===== src/logic/pipe_pkg.sv =====
/* pipe control package
   widths, exception codes and the stage records of the scalar commit pipe */
package pipe_pkg;

    // --------------------
    // widths
    // --------------------
    localparam int XLEN      = 32;  // data and pc
    localparam int REG_IDX_W = 5;
    localparam int RD_LSB    = 7;   // rd field in the opcode
    localparam int RD_MSB    = 11;
    localparam int EXC_W     = 6;

    // --------------------
    // exception codes
    // --------------------
    localparam logic [EXC_W-1:0] EXC_NONE             = 6'h00;
    localparam logic [EXC_W-1:0] EXC_MISALIGNED_FETCH = 6'h10;
    localparam logic [EXC_W-1:0] EXC_MISALIGNED_LOAD  = 6'h14;
    localparam logic [EXC_W-1:0] EXC_FAULT_LOAD       = 6'h15;
    localparam logic [EXC_W-1:0] EXC_MISALIGNED_STORE = 6'h16;
    localparam logic [EXC_W-1:0] EXC_FAULT_STORE      = 6'h17;
    localparam logic [EXC_W-1:0] EXC_PAGE_FAULT_LOAD  = 6'h1d;
    localparam logic [EXC_W-1:0] EXC_PAGE_FAULT_STORE = 6'h1f;

    // instruction class, decoded once at issue
    typedef struct packed {
        logic alu;
        logic load;
        logic store;
        logic mul;
        logic branch;
        logic rd_valid;
    } ctrl_t;

    // issue request from the front end
    typedef struct packed {
        logic             valid;
        logic             accept;
        logic             lsu;
        logic             mul;
        logic             branch;
        logic             rd_valid;
        logic             branch_taken;
        logic [XLEN-1:0]  branch_target;
        logic [XLEN-1:0]  pc;
        logic [XLEN-1:0]  opcode;
        logic [XLEN-1:0]  operand_ra;
        logic [XLEN-1:0]  operand_rb;
        logic [EXC_W-1:0] exception;
    } issue_t;

    // one in-flight instruction
    typedef struct packed {
        logic             valid;
        ctrl_t            ctrl;
        logic [XLEN-1:0]  pc;
        logic [XLEN-1:0]  opcode;
        logic [XLEN-1:0]  operand_ra;
        logic [XLEN-1:0]  operand_rb;
        logic [EXC_W-1:0] exception;
        logic [XLEN-1:0]  result;
    } stage_t;

    // writeback to the register file and trap logic
    typedef struct packed {
        logic                 valid;
        logic [REG_IDX_W-1:0] rd;
        logic [XLEN-1:0]      result;
        logic [XLEN-1:0]      pc;
        logic [EXC_W-1:0]     exception;
    } commit_t;

endpackage


===== src/logic/issue_stage.sv =====
/* issue stage (E1)
   captures an accepted instruction, decodes its class and flags a misaligned
   branch target */
`timescale 1ns/100ps

module issue_stage
    import pipe_pkg::*;
(
    input  logic   clk_i,
    input  logic   rst_i,
    input  issue_t issue_i,
    input  logic   stall_i,
    input  logic   squash_i,
    output stage_t e1_o
);

    stage_t           e1_q;
    stage_t           e1_d;
    ctrl_t            ctrl_w;
    logic             take_w;
    logic             misaligned_w;
    logic [EXC_W-1:0] exc_w;

    // no take while the back end is flushing
    assign take_w       = issue_i.valid & issue_i.accept & ~squash_i;
    assign misaligned_w = issue_i.branch_taken & (issue_i.branch_target[1:0] != 2'b00);

    // --------------------
    // class decode
    // --------------------
    always_comb
    begin
        ctrl_w.alu      = ~(issue_i.lsu | issue_i.mul);
        ctrl_w.load     = issue_i.lsu & issue_i.rd_valid;
        ctrl_w.store    = issue_i.lsu & ~issue_i.rd_valid;  // no rd means store
        ctrl_w.mul      = issue_i.mul;
        ctrl_w.branch   = issue_i.branch;
        ctrl_w.rd_valid = issue_i.rd_valid;
    end

    // front end fault wins over the branch check
    always_comb
    begin
        if (|issue_i.exception)
            exc_w = issue_i.exception;
        else if (misaligned_w)
            exc_w = EXC_MISALIGNED_FETCH;
        else
            exc_w = EXC_NONE;
    end

    always_comb
    begin
        e1_d = '0;  // bubble by default
        if (take_w)
        begin
            e1_d.valid      = 1'b1;
            e1_d.ctrl       = ctrl_w;
            e1_d.pc         = issue_i.pc;
            e1_d.opcode     = issue_i.opcode;
            e1_d.operand_ra = issue_i.operand_ra;
            e1_d.operand_rb = issue_i.operand_rb;
            e1_d.exception  = exc_w;
            e1_d.result     = '0;  // filled in by E2 from the alu
        end
    end

    // --------------------
    // E1 register
    // --------------------
    always_ff @(posedge clk_i or posedge rst_i)
    begin
        if (rst_i)
            e1_q <= '0;
        else if (!stall_i)
            e1_q <= e1_d;
    end

    assign e1_o = e1_q;

endmodule


===== src/logic/exec_stage.sv =====
/* execute stage (E2)
   picks the result, bypasses memory and multiply data, merges the memory
   exception and produces the pipe stall and squash */
`timescale 1ns/100ps

module exec_stage
    import pipe_pkg::*;
(
    input  logic             clk_i,
    input  logic             rst_i,
    input  stage_t           e1_i,
    input  logic [XLEN-1:0]  alu_result_e1_i,
    input  logic             mem_complete_i,
    input  logic [XLEN-1:0]  mem_result_e2_i,
    input  logic [EXC_W-1:0] mem_exception_e2_i,
    input  logic [XLEN-1:0]  mul_result_e2_i,
    output stage_t           e2_o,
    output logic [EXC_W-1:0] e2_exception_o,
    output logic             stall_o,
    output logic             squash_o
);

    stage_t           e2_q;
    logic             ls_e2_w;
    logic             valid_e2_w;
    logic             squash_w;
    logic             squash_q;
    logic [XLEN-1:0]  result_r;
    logic [EXC_W-1:0] exc_r;

    // --------------------
    // E2 register
    // --------------------
    always_ff @(posedge clk_i or posedge rst_i)
    begin
        if (rst_i)
            e2_q <= '0;
        else if (!stall_o)
        begin
            if (squash_o)
                e2_q <= '0;  // flush
            else
            begin
                e2_q        <= e1_i;
                e2_q.result <= alu_result_e1_i;
                // faulted in E1, keep the code but drop the instruction
                if (|e1_i.exception)
                    e2_q.valid <= 1'b0;
            end
        end
    end

    assign ls_e2_w    = e2_q.ctrl.load | e2_q.ctrl.store;
    assign stall_o    = ls_e2_w & ~mem_complete_i;  // waiting on memory
    assign valid_e2_w = e2_q.valid & ~stall_o;

    // result select with late bypass
    always_comb
    begin
        result_r = e2_q.result;
        if (valid_e2_w && ls_e2_w)
            result_r = mem_result_e2_i;
        else if (valid_e2_w && e2_q.ctrl.mul)
            result_r = mul_result_e2_i;
    end

    // memory fault only counts once the access has returned
    always_comb
    begin
        if (e2_q.valid && ls_e2_w && mem_complete_i)
            exc_r = mem_exception_e2_i;
        else
            exc_r = e2_q.exception;
    end

    // --------------------
    // squash
    // --------------------
    assign squash_w = |exc_r;

    always_ff @(posedge clk_i or posedge rst_i)
    begin
        if (rst_i)
            squash_q <= 1'b0;
        else if (!stall_o)
            squash_q <= squash_w;  // one extra cycle of flush
    end

    assign squash_o = squash_w | squash_q;

    always_comb
    begin
        e2_o        = e2_q;
        e2_o.result = result_r;
    end

    assign e2_exception_o = exc_r;

endmodule


===== src/logic/commit_stage.sv =====
/* writeback stage
   latches the E2 instruction and gates commit valid and destination */
`timescale 1ns/100ps

module commit_stage
    import pipe_pkg::*;
(
    input  logic             clk_i,
    input  logic             rst_i,
    input  stage_t           e2_i,
    input  logic [EXC_W-1:0] e2_exception_i,
    input  logic             stall_i,
    output commit_t          commit_o
);

    stage_t wb_q;
    logic   mem_fault_w;
    logic   valid_wb_w;

    // memory side faults never retire
    always_comb
    begin
        case (e2_exception_i)
            EXC_MISALIGNED_LOAD,
            EXC_FAULT_LOAD,
            EXC_MISALIGNED_STORE,
            EXC_FAULT_STORE,
            EXC_PAGE_FAULT_LOAD,
            EXC_PAGE_FAULT_STORE: mem_fault_w = 1'b1;
            default:              mem_fault_w = 1'b0;
        endcase
    end

    // --------------------
    // WB register
    // --------------------
    always_ff @(posedge clk_i or posedge rst_i)
    begin
        if (rst_i)
            wb_q <= '0;
        else if (!stall_i)
        begin
            wb_q               <= e2_i;
            wb_q.valid         <= e2_i.valid & ~mem_fault_w;
            wb_q.ctrl.rd_valid <= e2_i.ctrl.rd_valid & ~(|e2_exception_i);  // no write on trap
            wb_q.exception     <= e2_exception_i;
        end
    end

    assign valid_wb_w = wb_q.valid & ~stall_i;

    always_comb
    begin
        commit_o.valid     = valid_wb_w;
        commit_o.rd        = (valid_wb_w && wb_q.ctrl.rd_valid) ?
                             wb_q.opcode[RD_MSB:RD_LSB] : '0;
        commit_o.result    = wb_q.result;
        commit_o.pc        = wb_q.pc;
        commit_o.exception = wb_q.exception;
    end

endmodule


===== src/logic/pipe_ctrl.sv =====
/* pipe controller top
   issue, execute and writeback stages of the scalar commit pipe */
`timescale 1ns/100ps

module pipe_ctrl
    import pipe_pkg::*;
(
    input  logic             clk_i,
    input  logic             rst_i,
    input  issue_t           issue_i,
    input  logic [XLEN-1:0]  alu_result_e1_i,
    input  logic             mem_complete_i,
    input  logic [XLEN-1:0]  mem_result_e2_i,
    input  logic [EXC_W-1:0] mem_exception_e2_i,
    input  logic [XLEN-1:0]  mul_result_e2_i,
    output logic             load_e1_o,
    output logic             store_e1_o,
    output logic             mul_e1_o,
    output logic             branch_e1_o,
    output commit_t          commit_o,
    output logic             stall_o,
    output logic             squash_o
);

    stage_t           e1_w;
    stage_t           e2_w;
    logic [EXC_W-1:0] e2_exc_w;
    logic             stall_w;   // freezes every stage
    logic             squash_w;

    issue_stage u_issue (
        .clk_i    (clk_i),
        .rst_i    (rst_i),
        .issue_i  (issue_i),
        .stall_i  (stall_w),
        .squash_i (squash_w),
        .e1_o     (e1_w)
    );

    exec_stage u_exec (
        .clk_i              (clk_i),
        .rst_i              (rst_i),
        .e1_i               (e1_w),
        .alu_result_e1_i    (alu_result_e1_i),
        .mem_complete_i     (mem_complete_i),
        .mem_result_e2_i    (mem_result_e2_i),
        .mem_exception_e2_i (mem_exception_e2_i),
        .mul_result_e2_i    (mul_result_e2_i),
        .e2_o               (e2_w),
        .e2_exception_o     (e2_exc_w),
        .stall_o            (stall_w),
        .squash_o           (squash_w)
    );

    commit_stage u_commit (
        .clk_i          (clk_i),
        .rst_i          (rst_i),
        .e2_i           (e2_w),
        .e2_exception_i (e2_exc_w),
        .stall_i        (stall_w),
        .commit_o       (commit_o)
    );

    // E1 status for the load/store and multiply units
    assign load_e1_o   = e1_w.ctrl.load;
    assign store_e1_o  = e1_w.ctrl.store;
    assign mul_e1_o    = e1_w.ctrl.mul;
    assign branch_e1_o = e1_w.ctrl.branch;

    assign stall_o  = stall_w;
    assign squash_o = squash_w;

endmodule


===== config.mk =====
export PLATFORM = sky130hd
export DESIGN_NAME = pipe_ctrl
export DESIGN_NICKNAME = d
export VERILOG_FILES = /design/src/logic/pipe_pkg.sv /design/src/logic/issue_stage.sv /design/src/logic/exec_stage.sv /design/src/logic/commit_stage.sv /design/src/logic/pipe_ctrl.sv
export SDC_FILE = /design/constraint.sdc
export NUM_CORES = 1
export LEC_CHECK = 0
export ABC_AREA = 1
export BUFFER_PORTS_ARGS = -buffer_cell sky130_fd_sc_hd__buf_2
export CORE_MARGIN = 5
export CORE_UTILIZATION = 45
export CTS_CLUSTER_DIAMETER = 80
export DETAILED_ROUTE_END_ITERATION = 7
export PLACE_DENSITY = 0.81
export SYNTH_ARGS = -nofsm -noshare
export SYNTH_HDL_FRONTEND = slang
export SYNTH_SLANG_ARGS = --single-unit

===== constraint.sdc =====
create_clock -name clk_i -period 8.3 [get_ports clk_i]
set_input_delay 1.245 -clock clk_i [delete_from_list [all_inputs] [get_ports clk_i]]
set_output_delay 1.245 -clock clk_i [all_outputs]
set_load 0.05 [all_outputs]

# Yosys cells after proc, flatten, opt, wreduce, memory -nomap -nowiden
# Index checks and enable logic that the tools add are counted.
# Widths: inputs -> output; s select.
[totals] reg_bits=313 in_bits=278 output_inout_bits=82 word_cells=74
[classes] eq_ne=6 muxes=10 bitwise_logic=20 reduce_logical=10
[op_table] operator="$mux 173" count=2
[op_table] operator="$mux 32" count=2
[op_table] operator="$eq 6x5->1 const B" count=6
[op_table] operator="$reduce_or 6->1" count=4
[op_table] operator="$mux 6" count=2
[op_table] operator="$and 1x1->1" count=10
[op_table] operator="$mux 5" count=2
[op_table] operator="$not 1->1" count=7
[op_table] operator="$logic_and 1x1->1" count=5
[op_table] operator="$or 1x1->1" count=3
[op_table] operator="$mux 1" count=2
[op_table] operator="$reduce_bool 2->1" count=1

# Logic depth before layout (Yosys ltp)
[depth] ltp_word=9 depth_mapped=13

# By module
# From an unflattened synthesis, not the netlist that was laid out.
[hier_totals] cells_unflattened=2530 area_unflattened_um2=19565.0
[modules_own_cells] mod="exec_stage" instances=1 cells_each=1473 area_each_um2=10371.2 seq_area_each_um2=4354.2
[modules_own_cells] mod="issue_stage" instances=1 cells_each=640 area_each_um2=5650.4 seq_area_each_um2=3528.4
[modules_own_cells] mod="commit_stage" instances=1 cells_each=417 area_each_um2=3543.4 seq_area_each_um2=1926.8

# Worst setup path after synthesis
# No wires, ideal clock.
[synth_path] path_type="input-to-output" startpoint="in mem_complete_i" endpoint="out stall_o" t_arrival_ns=2.490 required_time_ns=7.055 path_slack_ns=4.565 path_stages=6 n_path_buf=3 path_cell_list="inv_1 -> nand2_1 -> inv_1 -> buf_2 -> clkbuf_1 -> clkbuf_1"
[synth_via] elab_chain_cells=2
[synth_lines] item="start, declared" line_no="pipe_ctrl.sv:12" rtl="input logic mem_complete_i,"
[synth_lines] item="$not 1->1" line_no="exec_stage.sv:54" rtl="assign stall_o = ls_e2_w & ~mem_complete_i;"
[synth_lines] item="$and 1x1->1" line_no="exec_stage.sv:54"
[synth_lines] item="end, declared" line_no="pipe_ctrl.sv:21" rtl="output logic stall_o,"
# No other way between the ends.

# Worst setup path after layout
[layout_path] startpoint="in mem_complete_i" endpoint="out squash_o"
[layout_via] elab_chain_cells=4
[layout_lines] item="$logic_and 1x1->1" line_no="exec_stage.sv:70" rtl="if (e2_q.valid && ls_e2_w && mem_complete_i)"
[layout_lines] item="$mux 6" line_no="exec_stage.sv:70"
[layout_lines] item="$reduce_or 6->1" line_no="exec_stage.sv:79" rtl="assign squash_w = |exc_r;"
[layout_lines] item="$or 1x1->1" line_no="exec_stage.sv:89" rtl="assign squash_o = squash_w | squash_q;"
[layout_lines] item="end, declared" line_no="pipe_ctrl.sv:22" rtl="output logic squash_o"
# No other way between the ends.

==> flow_metrics.env <==
export IMPL_status="completed"
export IMPL_grt_max_degree=133
export IMPL_wire_per_inst_um=16.1
export IMPL_final_cell_mix="nand2_1, buf_2, dfrtp_1"
export IMPL_track_usage_pct=19.5
export IMPL_yosysUniqueCellTypes=26
export IMPL_viasPerCell=5.05
export IMPL_antenna_found_initial=3
export IMPL_period_share_pct=52.0
export IMPL_max_stage_delay_ns=0.46
export IMPL_die_area_sq_um=23900
export IMPL_synth_top_cells_by_area="dfrtp_1, nand2_1, buf_4"
export IMPL_synth_seq_cells=207
export IMPL_setup_violations=0
export IMPL_max_slew_margin_rel_pct=17.3
export IMPL_p_leak_nw=5.86
export IMPL_yosysTopAreaCell="dfrtp_1"
export IMPL_postCtsResizedCells=0
export IMPL_cts_buffers_inserted=23
export IMPL_critPathArrivalTime_ns=3.07
export IMPL_cts_sinks=207
export IMPL_startpoint_type="input port"
export IMPL_first_global_vias=7595
export IMPL_h_tree_depth=1
export IMPL_drive_gt1_share_pct=27.7
export IMPL_clockBufferDepth=3
export IMPL_cp_cell_sequence="buf_2 -> nand2_1 -> inv_2 -> nand2_2 -> nand2_1 -> nand2_1 -> nor2_2 -> nand3_2 -> nor2_4 -> inv_1 -> buf_2"
export IMPL_gr_total_overflow=0
export IMPL_fin_cells=1492
export IMPL_dp_cells=1447
export IMPL_crit_fanout=40
export IMPL_skew_ns=0.0121
export IMPL_place_area_sq_um=10100
export IMPL_port_buffer_count=238
export IMPL_io_pins=360
export IMPL_maxSlewViolCount=0
export IMPL_drc=0
export IMPL_hp_start="u_commit.commit_o[16]"
export IMPL_crit_start="mem_complete_i"
export IMPL_vias=7530
export IMPL_hp_class="reg2reg"
export IMPL_start_util_pct=46.1
export IMPL_die_width_um=154
export IMPL_drtPass1Iterations=5
export IMPL_end_kind="output pin"
export IMPL_hold_buffers=0
export IMPL_core_sq_um=20400
export IMPL_worst_pin_slew_ns=1.24
export IMPL_finalSetupTns_ns=0
export IMPL_worst_path_buf_inv=4
export IMPL_place_congestion=0.839
export IMPL_p_per_area_nw_per_um2=325
export IMPL_die_y_um=154
export IMPL_cts_tree="built"
export IMPL_final_common_cell="nand2_1"
export IMPL_row_count=52
export IMPL_slowest_stage="nand2_2"
export IMPL_fmax_ghz=0.232
export IMPL_crit_top_cell="nand2_1"
export IMPL_hpwl_um=15400
export IMPL_post_cts_buffers=0
export IMPL_hold_slack_ns=0.463
export IMPL_syn2layout_area_growth_pct=15.6
export IMPL_cp_required_ns=7.05
export IMPL_ir_worst_vdd_mv=0.170
export IMPL_maxCapViolations=0
export IMPL_power_w=0.00353
export IMPL_rsz0062_at_grt="no"
export IMPL_finalHoldViolations=0
export IMPL_crit_type="in2out"
export IMPL_ant_nets=0
export IMPL_synth_area_sq_um=9390
export IMPL_worstReg2RegStart="u_exec.e2_o[170]"
export IMPL_grt_pass1_wl_um=39000
export IMPL_yosys_warnings=0
export IMPL_cp_top_family="simple AND/OR/NAND/NOR gates"
export IMPL_final_cell_area_sq_um=10900
export IMPL_min_period_ns=4.32
export IMPL_drt_iter0_drc=516
export IMPL_synth_cells=1070
export IMPL_nets=1480
export IMPL_clkSlewWorstSetupHoldPaths_ns=0.06
export IMPL_synth_fp_nets=1348
export IMPL_avgSynthCellArea_sq_um=8.78
export IMPL_netlist_area_leader_share_pct=55.2
export IMPL_clock_root_buffer="clkbuf_16"
export IMPL_drt_wl_total_um=24100
export IMPL_seq_area_frac_synth_pct=55.2
export IMPL_clk_latency_ns=0.50
==> routing by layer <==
layer  global-route usage [%]  wire length [um]
met5                        0                 0
met4                     6.48               714
met3                     2.63              1270
met2                     32.5             11700
met1                     26.6             10400
==> report_power, final <==
group          internal [W]  switching (W)  leakage, nW  total (W)
Combinational      0.000279       0.000853         2.72    0.00113
Clock              0.000606       0.000403        0.367    0.00101
Sequential          0.00126       0.000132         2.78    0.00139
==> cell type report <==
class | instances | area [sq um]
Antenna cell | 3 | 7.51
Clock buffer | 35 | 691
Clock inverter | 7 | 71.3
Fill cell | 1876 | 9510
Inverter | 30 | 125
Multi-Input combinational cell | 693 | 3190
Sequential cell | 207 | 5180
Tap cell | 270 | 338
Timing Repair Buffer | 247 | 1260
==> tightest hold or removal path: stages, from the launching register on <==
cell     delay [ns]
dfrtp_1        0.34
nand2_1        0.05
nand2_1        0.04
==> synthesized netlist by cell type <==
library cell,n
nand2_1,350
dfrtp_1,207
nand3_1,105
buf_4,71
a21oi_1,60
clkbuf_1,46
nor2_1,46
o21ai_0,38
o211ai_1,30
or2_2,30
inv_1,29
buf_2,13
nand3_2,11
a31oi_1,5
buf_12,5
nand2_2,4
o21ai_1,4
nand4_1,3
nor2_2,3
buf_6,2
buf_8,2
nor4_1,2
buf_1,1
inv_2,1
nor2_4,1
o21a_1,1
==> registers in the layout, indices dropped and copies added, names as in the netlist <==
signal	count
u_issue.e1_o	49
u_exec.e2_o	48
u_exec.e2_q	32
u_commit.commit_o	70
u_exec.squash_q	1
u_commit.wb_q	7
==> metrics by stage <==
stage	utilization (%)	worst slack [ns]
2_1_floorplan	-	1.40
3_3_place_gp	49.5	3.58
3_5_place_dp	49.5	3.54
4_1_cts	53.3	3.97
5_1_grt	53.3	3.75
6_report	53.3	3.98
==> kinds of logic (layout without fill, tap and decap cells) <==
logic type	count (synthesis)	after routing	share of synthesized area [%]
flip-flops	207	207	55.2
other	0	3	0
AO/OA/AOI/OAI	138	138	8.25
AND/OR/NAND/NOR	555	555	25.5
buffers and inverters	170	319	11.1
==> worst paths after layout <==
kind                                         end  slack, ns  cells after the start
max reg2reg                     u_exec.e2_o[111]       4.44                     12
min reg2reg                u_commit.commit_o[16]       0.46                      2
max in group asynchronous      u_issue.e1_o[135]       5.92                      3
max                                     squash_o       3.98                     11
min                        u_commit.commit_o[16]       0.46                      2
min in group asynchronous  u_commit.commit_o[56]       0.90                      2
(Power assumes the default switching activity.)
